$ cat src/fpu_settings.svh
// format widths for the floating-point compare unit
// include wherever a width of the ieee word or the recoded word is needed
// recoded width is exp + sig + 1, ieee width is exp + sig

`ifndef FPU_SETTINGS_SVH
`define FPU_SETTINGS_SVH

// ---------------------------------------------------------------------------
// binary32
// ---------------------------------------------------------------------------

// exponent field of the ieee word
`define FPU_EXP_WIDTH 8

// significand incl. the hidden bit
`define FPU_SIG_WIDTH 24

// recoded exponent gets one extra bit on top of FPU_EXP_WIDTH

`endif
$ cat src/fpu_types_pkg.sv
// number formats and opcodes shared by the compare datapath
// recoded form: sign, widened exponent, fraction without hidden bit
// exponent top three bits give the class: 000 zero, 110 inf, 111 nan

`include "fpu_settings.svh"

package fpu_types_pkg;

  // -------------------------------------------------------------------------
  // recoded number
  // -------------------------------------------------------------------------

  // exp holds biased exponent + 2^(ew-1) + 1 for normals
  // subnormals are normalized, so their exp sits just below the normal range
  typedef struct packed {
    logic                      sign;
    logic [`FPU_EXP_WIDTH:0]   exp;
    logic [`FPU_SIG_WIDTH-2:0] frac;
  } rec_num_t;

  // -------------------------------------------------------------------------
  // operations
  // -------------------------------------------------------------------------

  // min/max return a float, the rest return 0 or 1
  typedef enum logic [2:0] {FMIN, FMAX, FEQ, FLT, FLE} fpu_op_e;

  // -------------------------------------------------------------------------
  // constants
  // -------------------------------------------------------------------------

  // canonical quiet nan in recoded form
  // nan class bits, quiet bit set, rest of payload clear
  localparam rec_num_t REC_CANON_NAN = '{
    sign: 1'b0,
    exp:  {3'b111, {(`FPU_EXP_WIDTH-2){1'b0}}},
    frac: {1'b1, {(`FPU_SIG_WIDTH-2){1'b0}}}
  };

endpackage

$ cat src/fpu_io_pkg.sv
// request and response formats at the ports of the compare unit
// the result word is read as a float for min/max, as an integer otherwise

`include "fpu_settings.svh"

package fpu_io_pkg;

  // one operation, held stable by the requester while req is high
  typedef struct packed {
    fpu_types_pkg::fpu_op_e                       op;
    logic [`FPU_EXP_WIDTH+`FPU_SIG_WIDTH-1:0]     rs1;
    logic [`FPU_EXP_WIDTH+`FPU_SIG_WIDTH-1:0]     rs2;
  } fpu_req_t;

  // ieee field view of the result
  typedef struct packed {
    logic                      sign;
    logic [`FPU_EXP_WIDTH-1:0] exp;
    logic [`FPU_SIG_WIDTH-2:0] frac;
  } fpu_float_t;

  // float view for fmin/fmax, int view for feq/flt/fle
  typedef union packed {
    fpu_float_t                               flt;
    logic [`FPU_EXP_WIDTH+`FPU_SIG_WIDTH-1:0] uint;
  } fpu_result_u;

  typedef struct packed {
    fpu_result_u result;
    logic        invalid;
  } fpu_rsp_t;

endpackage

$ cat src/fpu_cmp_unit.sv
// floating-point compare unit: fmin, fmax, feq, flt, fle on binary32
// four-phase req/ack, one operation in flight
// operands registered on accept, result registered one edge later with ack

`timescale 1ns/1ns
`include "fpu_settings.svh"

module fpu_cmp_unit (
  input  logic                 clk_i,
  input  logic                 rst_n_i,
  input  logic                 req_i,
  input  fpu_io_pkg::fpu_req_t req_data_i,
  output logic                 ack_o,
  output fpu_io_pkg::fpu_rsp_t rsp_o
);

  import fpu_types_pkg::*;
  import fpu_io_pkg::*;

  typedef enum logic [1:0] {ST_IDLE, ST_BUSY, ST_DONE} state_e;

  state_e   state_q;
  state_e   state_d;
  fpu_req_t req_q;
  fpu_rsp_t rsp_d;

  rec_num_t rs1_rec;
  rec_num_t rs2_rec;
  rec_num_t minmax_rec;
  logic     fmin_sel;
  logic     minmax_invalid;
  logic     cmp_signaling;
  logic     cmp_lt;
  logic     cmp_eq;
  logic     cmp_invalid;
  logic [`FPU_EXP_WIDTH+`FPU_SIG_WIDTH-1:0] minmax_word;

  // ---------------------------------------------------------------------------
  // handshake FSM
  // ---------------------------------------------------------------------------
  // idle -> busy on req, busy -> done unconditionally, done -> idle once req drops
  always_comb begin
    state_d = state_q;
    case (state_q)
      ST_IDLE: if (req_i) state_d = ST_BUSY;
      ST_BUSY: state_d = ST_DONE;
      ST_DONE: if (!req_i) state_d = ST_IDLE;
      default: state_d = ST_IDLE;
    endcase
  end

  always_ff @(posedge clk_i or negedge rst_n_i) begin
    if (!rst_n_i) begin
      state_q <= ST_IDLE;
    end else begin
      state_q <= state_d;
    end
  end

  // operands latched on accept only
  always_ff @(posedge clk_i) begin
    if (state_q == ST_IDLE && req_i) begin
      req_q <= req_data_i;
    end
  end

  // result captured together with the rise of ack
  always_ff @(posedge clk_i or negedge rst_n_i) begin
    if (!rst_n_i) begin
      rsp_o <= '0;
    end else if (state_q == ST_BUSY) begin
      rsp_o <= rsp_d;
    end
  end

  assign ack_o = (state_q == ST_DONE);

  // ---------------------------------------------------------------------------
  // datapath
  // ---------------------------------------------------------------------------
  fpu_recode_in u_rec_rs1 (.in_i(req_q.rs1), .rec_o(rs1_rec));
  fpu_recode_in u_rec_rs2 (.in_i(req_q.rs2), .rec_o(rs2_rec));

  // flt/fle signal on any nan, feq only on snan
  assign cmp_signaling = (req_q.op == FLT) || (req_q.op == FLE);
  assign fmin_sel      = (req_q.op == FMIN);

  fpu_compare_rec u_cmp (
    .a_i         (rs1_rec),
    .b_i         (rs2_rec),
    .signaling_i (cmp_signaling),
    .lt_o        (cmp_lt),
    .eq_o        (cmp_eq),
    .unordered_o (),
    .invalid_o   (cmp_invalid)
  );

  fpu_fmin_fmax u_minmax (
    .fp_rs1_i  (rs1_rec),
    .fp_rs2_i  (rs2_rec),
    .fmin_i    (fmin_sel),
    .invalid_o (minmax_invalid),
    .result_o  (minmax_rec)
  );

  fpu_recode_out u_rec_out (.rec_i(minmax_rec), .out_o(minmax_word));

  // op mux into the result union
  always_comb begin
    rsp_d = '0;
    case (req_q.op)
      FMIN, FMAX: begin
        rsp_d.result.flt = fpu_float_t'(minmax_word);
        rsp_d.invalid    = minmax_invalid;
      end
      FEQ: begin
        rsp_d.result.uint[0] = cmp_eq;
        rsp_d.invalid        = cmp_invalid;
      end
      FLT: begin
        rsp_d.result.uint[0] = cmp_lt;
        rsp_d.invalid        = cmp_invalid;
      end
      FLE: begin
        rsp_d.result.uint[0] = cmp_lt | cmp_eq;
        rsp_d.invalid        = cmp_invalid;
      end
      default: rsp_d = '0;
    endcase
  end

endmodule

$ cat src/fpu_recode_out.sv
// recoded form back to binary32, purely combinational
// exponents below the normal range come out as subnormals
// nan keeps its fraction, so the recoded canonical nan maps to 0x7fc00000

`timescale 1ns/1ns
`include "fpu_settings.svh"

module fpu_recode_out (
  input  fpu_types_pkg::rec_num_t                  rec_i,
  output logic [`FPU_EXP_WIDTH+`FPU_SIG_WIDTH-1:0] out_o
);

  // smallest recoded exponent of a normal number
  localparam logic [`FPU_EXP_WIDTH:0] min_norm_exp = (1 << (`FPU_EXP_WIDTH-1)) + 2;
  localparam logic [`FPU_EXP_WIDTH:0] exp_bias     = (1 << (`FPU_EXP_WIDTH-1)) + 1;

  logic [2:0]                cls;
  logic                      is_sub;
  logic [`FPU_EXP_WIDTH:0]   denorm_shift;
  logic [`FPU_SIG_WIDTH-1:0] sig_shifted;
  logic [`FPU_EXP_WIDTH-1:0] exp_out;

  assign cls    = rec_i.exp[`FPU_EXP_WIDTH -: 3];
  assign is_sub = (rec_i.exp < min_norm_exp);

  // hidden one goes back in, then right shift into subnormal position
  assign denorm_shift = min_norm_exp - rec_i.exp;
  assign sig_shifted  = {1'b1, rec_i.frac} >> denorm_shift;

  // modulo 2^ew, upper bit of the recoded exponent drops out
  assign exp_out = rec_i.exp[`FPU_EXP_WIDTH-1:0] - exp_bias[`FPU_EXP_WIDTH-1:0];

  always_comb begin
    out_o = '0;
    out_o[`FPU_EXP_WIDTH+`FPU_SIG_WIDTH-1] = rec_i.sign;
    if (cls == 3'b111) begin
      // nan
      out_o[`FPU_SIG_WIDTH-1 +: `FPU_EXP_WIDTH] = '1;
      out_o[`FPU_SIG_WIDTH-2:0]                 = rec_i.frac;
    end else if (cls == 3'b110) begin
      // infinity
      out_o[`FPU_SIG_WIDTH-1 +: `FPU_EXP_WIDTH] = '1;
    end else if (cls == 3'b000) begin
      // signed zero, only the sign survives
      out_o[`FPU_SIG_WIDTH-2:0] = '0;
    end else if (is_sub) begin
      out_o[`FPU_SIG_WIDTH-2:0] = sig_shifted[`FPU_SIG_WIDTH-2:0];
    end else begin
      out_o[`FPU_SIG_WIDTH-1 +: `FPU_EXP_WIDTH] = exp_out;
      out_o[`FPU_SIG_WIDTH-2:0]                 = rec_i.frac;
    end
  end

endmodule

$ cat src/fpu_fmin_fmax.sv
// fmin / fmax on recoded operands, purely combinational
// -0.0 counts as below +0.0, two nans give the canonical nan,
// one nan gives the other operand, a signaling nan flags invalid

`timescale 1ns/1ns
`include "fpu_settings.svh"

module fpu_fmin_fmax (
  input  fpu_types_pkg::rec_num_t fp_rs1_i,
  input  fpu_types_pkg::rec_num_t fp_rs2_i,
  // 1 selects fmin, 0 fmax
  input  logic                    fmin_i,
  output logic                    invalid_o,
  output fpu_types_pkg::rec_num_t result_o
);

  import fpu_types_pkg::*;

  logic rs1_is_nan;
  logic rs2_is_nan;
  logic rs1_is_snan;
  logic rs2_is_snan;
  logic cmp_lt;
  logic cmp_eq;
  logic zero_diff_sign;

  assign rs1_is_nan  = &fp_rs1_i.exp[`FPU_EXP_WIDTH -: 3];
  assign rs2_is_nan  = &fp_rs2_i.exp[`FPU_EXP_WIDTH -: 3];
  assign rs1_is_snan = rs1_is_nan & ~fp_rs1_i.frac[`FPU_SIG_WIDTH-2];
  assign rs2_is_snan = rs2_is_nan & ~fp_rs2_i.frac[`FPU_SIG_WIDTH-2];

  // quiet compare, only ordering needed here
  fpu_compare_rec u_cmp (
    .a_i         (fp_rs1_i),
    .b_i         (fp_rs2_i),
    .signaling_i (1'b0),
    .lt_o        (cmp_lt),
    .eq_o        (cmp_eq),
    .unordered_o (),
    .invalid_o   ()
  );

  // equal with opposite signs can only be +0 vs -0
  assign zero_diff_sign = cmp_eq & (fp_rs1_i.sign ^ fp_rs2_i.sign);

  // ---------------------------------------------------------------------------
  // select, nan priority first
  // ---------------------------------------------------------------------------
  always_comb begin
    if (rs1_is_nan && rs2_is_nan) begin
      result_o = REC_CANON_NAN;
    end else if (rs1_is_nan) begin
      result_o = fp_rs2_i;
    end else if (rs2_is_nan) begin
      result_o = fp_rs1_i;
    end else if (zero_diff_sign) begin
      // min wants the negative zero, max the positive one
      result_o = (fmin_i ^ fp_rs1_i.sign) ? fp_rs2_i : fp_rs1_i;
    end else begin
      // lt & min -> rs1, ~lt & max -> rs1
      result_o = (cmp_lt ^ fmin_i) ? fp_rs2_i : fp_rs1_i;
    end
  end

  // flagged even when the result is the other operand
  assign invalid_o = rs1_is_snan | rs2_is_snan;

endmodule

$ cat src/fpu_compare_rec.sv
// ordered compare of two recoded numbers, purely combinational
// signaling_i high: any nan is invalid (flt/fle)
// signaling_i low: only a signaling nan is invalid (feq, min/max)

`timescale 1ns/1ns
`include "fpu_settings.svh"

module fpu_compare_rec (
  input  fpu_types_pkg::rec_num_t a_i,
  input  fpu_types_pkg::rec_num_t b_i,
  input  logic                    signaling_i,
  output logic                    lt_o,
  output logic                    eq_o,
  output logic                    unordered_o,
  output logic                    invalid_o
);

  logic a_nan;
  logic b_nan;
  logic a_snan;
  logic b_snan;
  logic a_zero;
  logic b_zero;
  // magnitude as one unsigned word, exponent above fraction
  logic [`FPU_EXP_WIDTH+`FPU_SIG_WIDTH-1:0] a_mag;
  logic [`FPU_EXP_WIDTH+`FPU_SIG_WIDTH-1:0] b_mag;
  logic lt_raw;
  logic eq_raw;

  // class from the top three exponent bits
  assign a_nan  = &a_i.exp[`FPU_EXP_WIDTH -: 3];
  assign b_nan  = &b_i.exp[`FPU_EXP_WIDTH -: 3];
  assign a_zero = (a_i.exp[`FPU_EXP_WIDTH -: 3] == 3'b000);
  assign b_zero = (b_i.exp[`FPU_EXP_WIDTH -: 3] == 3'b000);
  // quiet bit clear means signaling
  assign a_snan = a_nan & ~a_i.frac[`FPU_SIG_WIDTH-2];
  assign b_snan = b_nan & ~b_i.frac[`FPU_SIG_WIDTH-2];

  // zero low bits of the exponent do not matter, flatten to 0
  assign a_mag = a_zero ? '0 : {a_i.exp, a_i.frac};
  assign b_mag = b_zero ? '0 : {b_i.exp, b_i.frac};

  // sign first, then magnitude, reversed for two negatives
  always_comb begin
    if (a_zero && b_zero) begin
      // +0 == -0
      lt_raw = 1'b0;
      eq_raw = 1'b1;
    end else if (a_i.sign != b_i.sign) begin
      lt_raw = a_i.sign;
      eq_raw = 1'b0;
    end else if (a_i.sign) begin
      lt_raw = (a_mag > b_mag);
      eq_raw = (a_mag == b_mag);
    end else begin
      lt_raw = (a_mag < b_mag);
      eq_raw = (a_mag == b_mag);
    end
  end

  // nan kills the ordering
  assign unordered_o = a_nan | b_nan;
  assign lt_o        = lt_raw & ~unordered_o;
  assign eq_o        = eq_raw & ~unordered_o;
  assign invalid_o   = signaling_i ? unordered_o : (a_snan | b_snan);

endmodule

$ cat src/fpu_recode_in.sv
// binary32 to recoded form, purely combinational
// subnormals get normalized here so later stages never see them
// nan payload passes through unchanged, quiet bit included

`timescale 1ns/1ns
`include "fpu_settings.svh"

module fpu_recode_in (
  input  logic [`FPU_EXP_WIDTH+`FPU_SIG_WIDTH-1:0] in_i,
  output fpu_types_pkg::rec_num_t                  rec_o
);

  // leading-zero count width over the fraction
  localparam int unsigned lzc_w = $clog2(`FPU_SIG_WIDTH-1);
  // 2^(ew-1) + 1, added to the ieee exponent
  localparam logic [`FPU_EXP_WIDTH:0] exp_bias = (1 << (`FPU_EXP_WIDTH-1)) + 1;

  logic                      sign;
  logic [`FPU_EXP_WIDTH-1:0] exp_in;
  logic [`FPU_SIG_WIDTH-2:0] frac_in;
  logic                      exp_zero;
  logic                      exp_ones;
  logic                      frac_zero;
  logic [lzc_w-1:0]          norm_dist;

  assign sign      = in_i[`FPU_EXP_WIDTH+`FPU_SIG_WIDTH-1];
  assign exp_in    = in_i[`FPU_SIG_WIDTH-1 +: `FPU_EXP_WIDTH];
  assign frac_in   = in_i[`FPU_SIG_WIDTH-2:0];
  assign exp_zero  = (exp_in == '0);
  assign exp_ones  = &exp_in;
  assign frac_zero = (frac_in == '0);

  // leading zeros of the fraction
  // highest set bit wins since it is written last
  always_comb begin
    norm_dist = '0;
    for (int i = 0; i < `FPU_SIG_WIDTH-1; i++) begin
      if (frac_in[i]) begin
        norm_dist = lzc_w'(`FPU_SIG_WIDTH-2-i);
      end
    end
  end

  // ---------------------------------------------------------------------------
  // class decode and exponent rebias
  // ---------------------------------------------------------------------------
  always_comb begin
    rec_o.sign = sign;
    if (exp_ones && !frac_zero) begin
      // nan, keep payload
      rec_o.exp  = {3'b111, {(`FPU_EXP_WIDTH-2){1'b0}}};
      rec_o.frac = frac_in;
    end else if (exp_ones) begin
      // infinity
      rec_o.exp  = {3'b110, {(`FPU_EXP_WIDTH-2){1'b0}}};
      rec_o.frac = '0;
    end else if (exp_zero && frac_zero) begin
      // signed zero, class bits 000
      rec_o.exp  = '0;
      rec_o.frac = '0;
    end else if (exp_zero) begin
      // subnormal: shift out the leading one, lower the exponent to match
      rec_o.exp  = exp_bias - {{(`FPU_EXP_WIDTH+1-lzc_w){1'b0}}, norm_dist};
      rec_o.frac = frac_in << (norm_dist + 1);
    end else begin
      rec_o.exp  = {1'b0, exp_in} + exp_bias;
      rec_o.frac = frac_in;
    end
  end

endmodule

$ cat config.mk
export PLATFORM = sky130hd
export DESIGN_NAME = fpu_cmp_unit
export DESIGN_NICKNAME = d
export VERILOG_FILES = /design/src/fpu_types_pkg.sv /design/src/fpu_io_pkg.sv /design/src/fpu_cmp_unit.sv /design/src/fpu_recode_out.sv /design/src/fpu_fmin_fmax.sv /design/src/fpu_compare_rec.sv /design/src/fpu_recode_in.sv
export VERILOG_INCLUDE_DIRS = /design/src
export SDC_FILE = /design/constraint.sdc
export NUM_CORES = 1
export LEC_CHECK = 0
export BUFFER_PORTS_ARGS = -buffer_cell sky130_fd_sc_hd__buf_2
export CORE_ASPECT_RATIO = 1.5
export CORE_MARGIN = 2
export CORE_UTILIZATION = 50
export DETAILED_ROUTE_END_ITERATION = 7
export PLACE_DENSITY = 0.69
export SLEW_MARGIN = 10
export SYNTH_ARGS = -nofsm -noshare
export SYNTH_HDL_FRONTEND = slang
export SYNTH_SLANG_ARGS = --single-unit
$ cat constraint.sdc
create_clock -name clk_i -period 11.9 [get_ports clk_i]
set_input_delay 2.38 -clock clk_i [delete_from_list [all_inputs] [get_ports clk_i]]
set_output_delay 2.38 -clock clk_i [all_outputs]
set_load 0.03 [all_outputs]
==> results of run 1 <==
[critical path: cells and delay by family (launching register included)]
| family | cells | cell delay [ns] |
|---|---|---|
| compound gates | 14 | 4.61 |
| xor+xnor | 1 | 0.13 |
| fa+ha+maj | 3 | 0.88 |
| buf+inv | 6 | 1.43 |
| flops | 1 | 0.53 |
| mux | 2 | 0.70 |
| simple gates | 7 | 1.68 |
[cells by family (layout without fill, tap and decap cells)]
logic type,after synthesis,in the layout,share of synthesized area (%)
multiplexers,101,101,13.14
buffers and inverters,137,180,4.994
AND/OR/NAND/NOR,474,474,20.66
adder cells (fa/ha/maj),45,45,4.864
AO/OA/AOI/OAI,455,455,29.07
XOR/XNOR,29,29,2.324
flip-flops,102,102,24.95
[per-stage QoR]
step / hold slack (ns) / cell area (µm²) / util, % / total power, µW
floorplan: 0.4379 / 11580 / - / 2422
global placement: 0.4568 / 12210 / 53.36 / 3083
detailed placement: 0.4614 / 12210 / 53.36 / 3081
CTS: 0.4794 / 12530 / 54.73 / 3400
global route: 0.5121 / 12530 / 54.73 / 3658
finish: 0.4748 / 12530 / 54.73 / 3471
[cell type report]
cell class	count	area share [%]
multi-input cells	1104	64.87
flip-flops and latches	102	23.05
repair buffers	130	5.733
well taps	280	2.797
clock buffers	9	1.798
inverters	34	1.039
clock inverters	7	0.7091
[cells in the mapped netlist (21+ instances only)]
master    count
nor2_1       94
dfrtp_1      35
o211ai_1     21
clkbuf_1     77
nand2_1     160
nand3_1      36
mux4_2       37
mux2i_1      35
a31oi_1      23
nor3_1       33
nor2b_1      29
o21ai_0      80
ha_1         45
mux2_2       28
inv_1        28
edfxtp_1     67
a21oi_1      71
[power by group]
part	total, µW	internal (µW)	leakage, µW	switching (µW)
Combinational	2530	950	0.00366	1580
Clock	310	151	0.000152	158
Sequential	627	489	0.00111	138
[state kept, by name (all words and copies together), names as in the netlist]
name     cells
state_q      2
rsp_o       33
req_q       67
[per-layer routing]
layer  vias up  global-route usage [%]  share of wire [%]
met5         -                       0                  0
met4         0                   21.51                6.8
met3       162                   4.265                7.2
met2       692                   56.55                 48
met1      5733                   42.28                 39
li1       5358                       -                  -
[placed cells by master, fill, tap and decap left out, types with 20 or more instances in the layout]
cell      count
buf_2       103
nor2_1       94
o221ai_1     20
nand3_1      36
nand2_1     160
mux2_2       28
o211ai_1     21
ha_1         45
dfrtp_1      35
nor3_1       33
o21ai_0      80
edfxtp_1     67
inv_1        28
a21oi_1      70
nor2b_1      29
buf_4        27
mux2i_1      35
mux4_2       37
a31oi_1      23
[worst paths after layout]
| path | from | end | cells after the start |
|---|---|---|---|
| max | req_q[53] | rsp_o[2] | 33 |
| min | rsp_o[32] | rsp_o[32] | 1 |
| max reg2reg | req_q[53] | rsp_o[2] | 33 |
| min reg2reg | rsp_o[32] | rsp_o[32] | 1 |
| max in group asynchronous | rst_n_i | rsp_o[10] | 1 |
| min in group asynchronous | rst_n_i | rsp_o[0] | 1 |
==> flow_metrics.py, run 1 <==
metrics = {
    "floorplan": {
        "num_rows": 68,
        "coreArea_um2": 22890,
        "die_area_um2": 24410,
        "die_h_um": 190.4,
        "die_x_um": 128.2,
        "ios": 104,
        "start_util_pct": 50.58,
    },
    "layout": {
        "seq_area_um2": 2888,
        "diodes": 0,
        "multi_input_area_um2": 8127,
        "syn2layout_area_growth_pct": 8.214,
        "drive_gt1_share_pct": 20.35,
        "fillers": 2153,
        "instances_no_fill": 1666,
        "final_nets": 1496,
    },
    "pwr": {
        "powerDensity_nw_per_um2": 277.1,
        "ir_drop_mv": 0.1997,
        "total_leakage_power_uw": 0.004917,
    },
    "synthesis": {
        "ys_ff_latch": 102,
        "yosysUniqueCellTypes": 102,
        "synthesis.nets": 1458,
        "synthesis.area_um2": 11580,
        "synth_cells": 1343,
        "ys_seq_area_share_pct": 24.95,
        "synthArstFlopShare_pct": 34.31,
        "synthFlopType": "edfxtp_1",
        "synth_edf_count": 67,
        "synth_top_cell_by_area": "edfxtp_1",
        "synth_area_per_cell_um2": 8.620,
        "yosys_warnings": 0,
        "synth_top_area_share_pct": 17.38,
        "synth_area_leaders": "edfxtp_1 17%, dfrtp_1 7.6%, mux4_2 7.2%",
    },
    "route": {
        "routed_wl_mm": 41.72,
        "drc_errors": 0,
        "dr.pass1.iters": 6,
        "vias_per_cell": 7.170,
        "wl_per_cell_um": 25.04,
        "postRouteAntennaNets": 0,
        "routed-via-count": 11950,
        "drt_iter0_drc": 1182,
    },
    "clock_network": {
        "clkTransAtPathRegs_ns": 0.08,
        "htreeDepth": 3,
        "tritoncts": "built",
        "cts_made_buffers": 9,
        "cts_resized": 0,
        "cts_setup_buffers": 0,
        "clock_sinks": 102,
        "cts_buffer_depth": 2,
        "root_buffer": "clkbuf_16",
        "clk_latency_ns": 0.38,
        "cts_hold_buf": 0,
    },
    "place": {
        "post-dp-hpwl_mm": 32.12,
        "gp_congestion": 1.060,
        "dpl_worst_slack_ns": 2.017,
        "place_inst": 1650,
        "io_buffers": 103,
    },
    "worst_setup_path": {
        "slowest_stage": "a221oi_1",
        "endpoint_kind": "register",
        "critPathKind": "reg2reg",
        "slowest_delay_ns": 0.60,
        "crit_required_ns": 12.18,
        "start_kind": "register",
        "crit_arrival_ns": 10.41,
        "crit_top_cell": "buf_4",
        "critPathMaxFanout": 27,
        "r2r_slack_ns": 1.77,
    },
    "global_routing": {
        "grt.overflow.total": 0,
        "grt_usage_pct": 34.29,
        "grt_pass1_wl_mm": 64.56,
        "antenna_found_initial": 0,
        "grt_max_degree": 68,
        "grt_pass1_vias": 11270,
    },
    "sta": {
        "clock-skew-final_ns": 0.008881,
        "setup_viol_count_final": 0,
        "rsz0062_at_grt": "false",
        "fin_ws_ns": 1.771,
        "post-route-period-util_pct": 85.12,
        "fin_tns_setup_ns": 0,
        "slew_headroom_pct": 34.53,
        "period_minus_slack_ns": 10.13,
        "tightestPinTransition_ns": 0.9812,
        "hold_viol": 0,
        "maxClockFrequency_ghz": 0.09872,
        "slew_violations": 0,
    },
    "min_path": {
        "min_path_type": "reg2reg",
    },
    "run_status": {
        "outcome": "complete, no violations",
    },
    "run": {
        "cap_violations": 0,
    },
}
No activity file was read; power rests on OpenSTA's default activity.
==> run 2: changes to the inputs <==
Settings changed: GPL_TIMING_DRIVEN set to 0, MAX_ROUTING_LAYER set to met4, PLACE_DENSITY 0.69 to 0.7.
==> run 2 against run 1 <==
Against the previous run:
- non-clock buffer count grew 87
- flip-flop and latch count is the same
- die area unchanged
- worst hold slack gained 0.0033 ns
- clock power grew 2%
- first-iteration DRC count is 16% higher
- clock skew grew 0.0074 ns
- design area is 2.9% higher
- sequential power down 9.3%
- combinational power increased by 6%
- critical path type unchanged
- highest routed layer unchanged
==> flow_metrics.py, run 2 (same netlist as run 1, synthesis figures left out) <==
metrics = {
    "run_status": {
        "outcome": "complete, no violations",
    },
    "sta": {
        "hold_viol": 0,
        "post-route-period-util_pct": 94.78,
        "fin_tns_setup_ns": 0,
        "period_minus_slack_ns": 11.28,
        "maxClockFrequency_ghz": 0.08867,
        "rsz0062_at_grt": "false",
        "clock-skew-final_ns": 0.01627,
        "setup_viol_count_final": 0,
        "slew_headroom_pct": 17.45,
        "slew_violations": 0,
        "tightestPinTransition_ns": 1.229,
    },
    "clock_network": {
        "tritoncts": "built",
        "htreeDepth": 3,
        "cts_made_buffers": 9,
        "clkTransAtPathRegs_ns": 0.08,
        "root_buffer": "clkbuf_16",
        "cts_hold_buf": 0,
        "clk_latency_ns": 0.39,
        "clock_sinks": 102,
        "cts_buffer_depth": 2,
    },
    "layout": {
        "syn2layout_area_growth_pct": 11.33,
        "fin_util_pct": 56.31,
        "final_nets": 1583,
        "largest_reg_flops": 67,
        "layout_commonest_cell": "nand2_1",
        "instances_no_fill": 1753,
        "seq_area_um2": 2888,
        "fillers": 2179,
        "layout_common_cells": "160 x nand2_1, 119 x buf_2, 94 x nor2_1",
        "largestRegisters": "req_q (67), rsp_o (33), state_q (2)",
        "drive_gt1_share_pct": 20.03,
        "diodes": 0,
        "multi_input_area_um2": 8144,
        "top_register": "req_q",
    },
    "route": {
        "dr.pass1.iters": 6,
        "wl_per_cell_um": 25.44,
        "routed_wl_mm": 44.60,
        "routed-via-count": 12280,
        "postRouteAntennaNets": 0,
        "drt_iter0_drc": 1376,
        "vias_per_cell": 7.002,
        "drc_errors": 0,
    },
    "global_routing": {
        "grt_pass1_wl_mm": 67.68,
        "grt_pass1_vias": 11760,
        "grt_max_degree": 36,
        "antenna_found_initial": 0,
        "grt.overflow.total": 0,
        "grt_usage_pct": 37.52,
    },
    "floorplan": {
        "start_util_pct": 50.58,
        "ios": 104,
        "coreArea_um2": 22890,
        "num_rows": 68,
        "die_h_um": 190.4,
        "die_x_um": 128.2,
        "die_area_um2": 24410,
    },
    "worst_setup_path": {
        "endpoint_kind": "register",
        "slowest_delay_ns": 0.58,
        "critPathKind": "reg2reg",
        "critPathMaxFanout": 10,
        "slowest_stage": "nor4_1",
        "start_kind": "register",
        "crit_required_ns": 12.19,
        "crit_arrival_ns": 11.56,
        "crit_top_cell": "clkbuf_1",
    },
    "min_path": {
        "min_path_type": "reg2reg",
    },
    "pwr": {
        "powerDensity_nw_per_um2": 277.7,
        "swShare_pct": 54.83,
        "pwr-share-seq_pct": 15.9,
        "p_sw_uw": 1962,
        "internal_power_uw": 1616,
        "pwr-share-clk_pct": 8.8,
        "total_leakage_power_uw": 0.005047,
        "power_frac_comb_pct": 75.3,
        "ir_drop_mv": 0.1579,
    },
    "place": {
        "io_buffers": 103,
        "post-dp-hpwl_mm": 35.65,
        "gp_congestion": 1.072,
        "place_inst": 1731,
    },
    "run": {
        "cap_violations": 0,
    },
}
-- run 2: timing repair --
item                                    4_1_cts  5_1_grt
endpoints found under the setup margin        0       16
resized for setup                             0        9
buffers inserted                              0        7
-- run 2: cell type report --
| type | instances | share of cell area (%) |
|---|---|---|
| Multi-Input combinational cell | 1104 | 63.19 |
| Sequential cell | 102 | 22.41 |
| Timing Repair Buffer | 115 | 4.699 |
| Buffer | 102 | 3.466 |
| Tap cell | 280 | 2.718 |
| Clock buffer | 9 | 1.748 |
| Inverter | 34 | 1.039 |
| Clock inverter | 7 | 0.7282 |
-- run 2: power by group through the flow --
| stage | registers (µW) | clock network [µW] | logic, µW |
|---|---|---|---|
| finish | 569 | 315 | 2690 |
| global route | 581 | 326 | 2860 |
| CTS | 567 | 319 | 2590 |
| detailed placement | 575 | 0 | 2580 |
| global placement | 585 | 0 | 2580 |
| floorplan | 647 | 0 | 1770 |
-- run 2: worst paths after layout --
kind | slack [ns] | cells after the start | endpoint | start
max | 0.62 | 35 | rsp_o[2] | req_q[33]
min reg2reg | 0.48 | 2 | rsp_o[28] | rsp_o[28]
min in group asynchronous | 2.05 | 1 | rsp_o[0] | rst_n_i
min | 0.48 | 2 | rsp_o[28] | rsp_o[28]
max reg2reg | 0.62 | 35 | rsp_o[2] | req_q[33]
max in group asynchronous | 9.34 | 1 | rsp_o[6] | rst_n_i
-- run 2: layer usage --
metal	vias to the layer above	GRT usage (%)	part of all wire, %
met2	765	61.62	48
met3	221	4.574	7.2
met1	5772	42.66	37
li1	5517	-	-
met4	0	25.19	8.0
met5	-	-	0
-- run 2: through the flow --
stage / setup WS (ns) / hold WS (ns) / power (µW) / cell area (µm²)
2_1_floorplan: 2.962 / 0.4379 / 2422 / 11580
5_1_grt: 0.08224 / 0.5004 / 3766 / 12890
4_1_cts: 0.2168 / 0.4846 / 3475 / 12810
6_report: 0.6216 / 0.4781 / 3579 / 12890
3_5_place_dp: 0.2974 / 0.4654 / 3153 / 12490
3_3_place_gp: 0.2367 / 0.4526 / 3165 / 12440
-- run 2: worst max-delay path: cells and delay by family, from the launching register on --
family	cells	cell delay [ns]
xor gates and xnor gates	1	0.33
DFF	1	0.33
and+or+nand+nor	6	1.36
buffers and inverters	10	3.38
adders and majority gates	3	0.79
muxes	1	0.39
AOI/OAI and AO/OA	14	4.57
==> run 3: changes to the inputs <==
Settings changed: PLACE_DENSITY 0.7 to 0.74.
==> run 3 against run 2 <==
Against the previous run:
- core utilization fell by 0.16 points
- flip-flop and latch count unchanged
- fmax grew 0.45%
- die area did not move
- design area decreased by 0.29%
- worst hold slack better by 0.00075 ns
- combinational power about the same
- register-to-register slack improved by 0.05 ns
- global-route usage is 0.25 points higher
- non-clock buffer count down 8
- sequential share of layout area up 0.066 points
- critical path type unchanged
- critical endpoint is now rsp_o[11]
==> flow_metrics.py, run 3 (same netlist as run 1, synthesis figures left out) <==
metrics = {
    "route": {
        "postRouteAntennaNets": 0,
        "dr.pass1.iters": 6,
        "vias_per_cell": 7.042,
        "routed-via-count": 12290,
        "routed_wl_mm": 44.92,
        "drt_iter0_drc": 1214,
        "drc_errors": 0,
        "wl_per_cell_um": 25.74,
    },
    "global_routing": {
        "grt_max_degree": 36,
        "grt_pass1_vias": 11600,
        "grt.overflow.total": 0,
        "grt_usage_pct": 37.78,
        "antenna_found_initial": 0,
        "grt_pass1_wl_mm": 67.98,
    },
    "worst_setup_path": {
        "critPathMaxFanout": 10,
        "crit_required_ns": 12.18,
        "critPathKind": "reg2reg",
        "start_kind": "register",
        "crit_arrival_ns": 11.51,
        "slowest_stage": "nor3_1",
        "endpoint_kind": "register",
        "crit_top_cell": "clkbuf_1",
        "slowest_delay_ns": 0.55,
    },
    "floorplan": {
        "die_h_um": 190.4,
        "start_util_pct": 50.58,
        "coreArea_um2": 22890,
        "num_rows": 68,
        "die_x_um": 128.2,
        "ios": 104,
        "die_area_um2": 24410,
    },
    "layout": {
        "fillers": 2145,
        "seq_area_um2": 2888,
        "instances_no_fill": 1745,
        "top_register": "req_q",
        "layout_common_cells": "160 x nand2_1, 119 x buf_2, 94 x nor2_1",
        "largestRegisters": "req_q (67), rsp_o (33), state_q (2)",
        "layout_commonest_cell": "nand2_1",
        "multi_input_area_um2": 8164,
        "diodes": 0,
        "largest_reg_flops": 67,
        "syn2layout_area_growth_pct": 11.00,
        "fin_util_pct": 56.14,
        "final_nets": 1575,
        "drive_gt1_share_pct": 19.93,
    },
    "clock_network": {
        "tritoncts": "built",
        "cts_made_buffers": 9,
        "clock_sinks": 102,
        "clkTransAtPathRegs_ns": 0.09,
        "cts_hold_buf": 0,
        "htreeDepth": 3,
        "clk_latency_ns": 0.38,
        "cts_buffer_depth": 2,
        "root_buffer": "clkbuf_16",
    },
    "sta": {
        "clock-skew-final_ns": 0.01511,
        "maxClockFrequency_ghz": 0.08907,
        "post-route-period-util_pct": 94.35,
        "slew_violations": 0,
        "setup_viol_count_final": 0,
        "fin_tns_setup_ns": 0,
        "rsz0062_at_grt": "false",
        "tightestPinTransition_ns": 0.9456,
        "period_minus_slack_ns": 11.23,
        "slew_headroom_pct": 36.58,
        "hold_viol": 0,
    },
    "pwr": {
        "ir_drop_mv": 0.1083,
        "total_leakage_power_uw": 0.005017,
        "internal_power_uw": 1606,
        "powerDensity_nw_per_um2": 278.8,
        "pwr-share-seq_pct": 16.1,
        "power_frac_comb_pct": 75.3,
        "swShare_pct": 55.19,
        "pwr-share-clk_pct": 8.6,
        "p_sw_uw": 1977,
    },
    "place": {
        "place_inst": 1731,
        "io_buffers": 103,
        "gp_congestion": 1.062,
        "post-dp-hpwl_mm": 35.88,
    },
    "run_status": {
        "outcome": "complete, no violations",
    },
    "run": {
        "cap_violations": 0,
    },
    "min_path": {
        "min_path_type": "reg2reg",
    },
}
-- run 3: final cells by class --
cell class / instances / share of cell area, %
Tap cell: 280 / 2.726
Multi-Input combinational cell: 1104 / 63.53
Buffer: 98 / 3.340
Clock buffer: 9 / 1.753
Inverter: 34 / 1.042
Clock inverter: 7 / 0.6524
Sequential cell: 102 / 22.47
Timing Repair Buffer: 111 / 4.479
-- run 3: timing repair --
action                     4_1_cts  5_1_grt
setup endpoints to repair        2       24
setup buffers                    0        3
resized for setup                0        8
-- run 3: final timing paths --
| check | cells after the start | to | slack (ns) | start |
|---|---|---|---|---|
| max | 34 | rsp_o[11] | 0.67 | req_q[46] |
| min | 2 | rsp_o[0] | 0.48 | rsp_o[0] |
| max reg2reg | 34 | rsp_o[11] | 0.67 | req_q[46] |
| min reg2reg | 2 | rsp_o[0] | 0.48 | rsp_o[0] |
| max in group asynchronous | 1 | rsp_o[9] | 9.35 | rst_n_i |
| min in group asynchronous | 1 | rsp_o[0] | 2.05 | rst_n_i |
-- run 3: power by group through the flow --
stage	clock network, µW	logic [µW]	registers (µW)
after detailed placement	0	2610	573
final	308	2700	576
after global routing	323	2860	588
after CTS	313	2620	566
after floorplan	0	1770	647
after global placement	0	2600	583
-- run 3: worst max-delay path, delay by kind of cell, from the launching register on --
family / cells / cell delay (ns)
AOI/OAI and AO/OA: 16 / 5.52
adders and majority gates: 3 / 0.75
buffers and inverters: 10 / 2.93
DFF: 1 / 0.38
and+or+nand+nor: 5 / 1.49
-- run 3: per-layer routing --
metal | GRT usage (%) | vias to the layer above | wire length, µm
met5 | - | - | 0
met4 | 24.85 | 0 | 3652
met1 | 43.35 | 5879 | 16660
met3 | 5.303 | 207 | 3203
met2 | 61.29 | 704 | 21400
li1 | - | 5499 | -
-- run 3: through the flow --
step | setup WS [ns] | power, µW | area (µm²) | hold WS (ns)
5_1_grt | 0.1275 | 3771 | 12850 | 0.5117
4_1_cts | 0.003332 | 3496 | 12800 | 0.4851
2_1_floorplan | 2.962 | 2422 | 11580 | 0.4379
6_report | 0.6724 | 3583 | 12850 | 0.4788
3_3_place_gp | -0.01317 | 3183 | 12440 | 0.4508
3_5_place_dp | -0.01231 | 3182 | 12490 | 0.4650
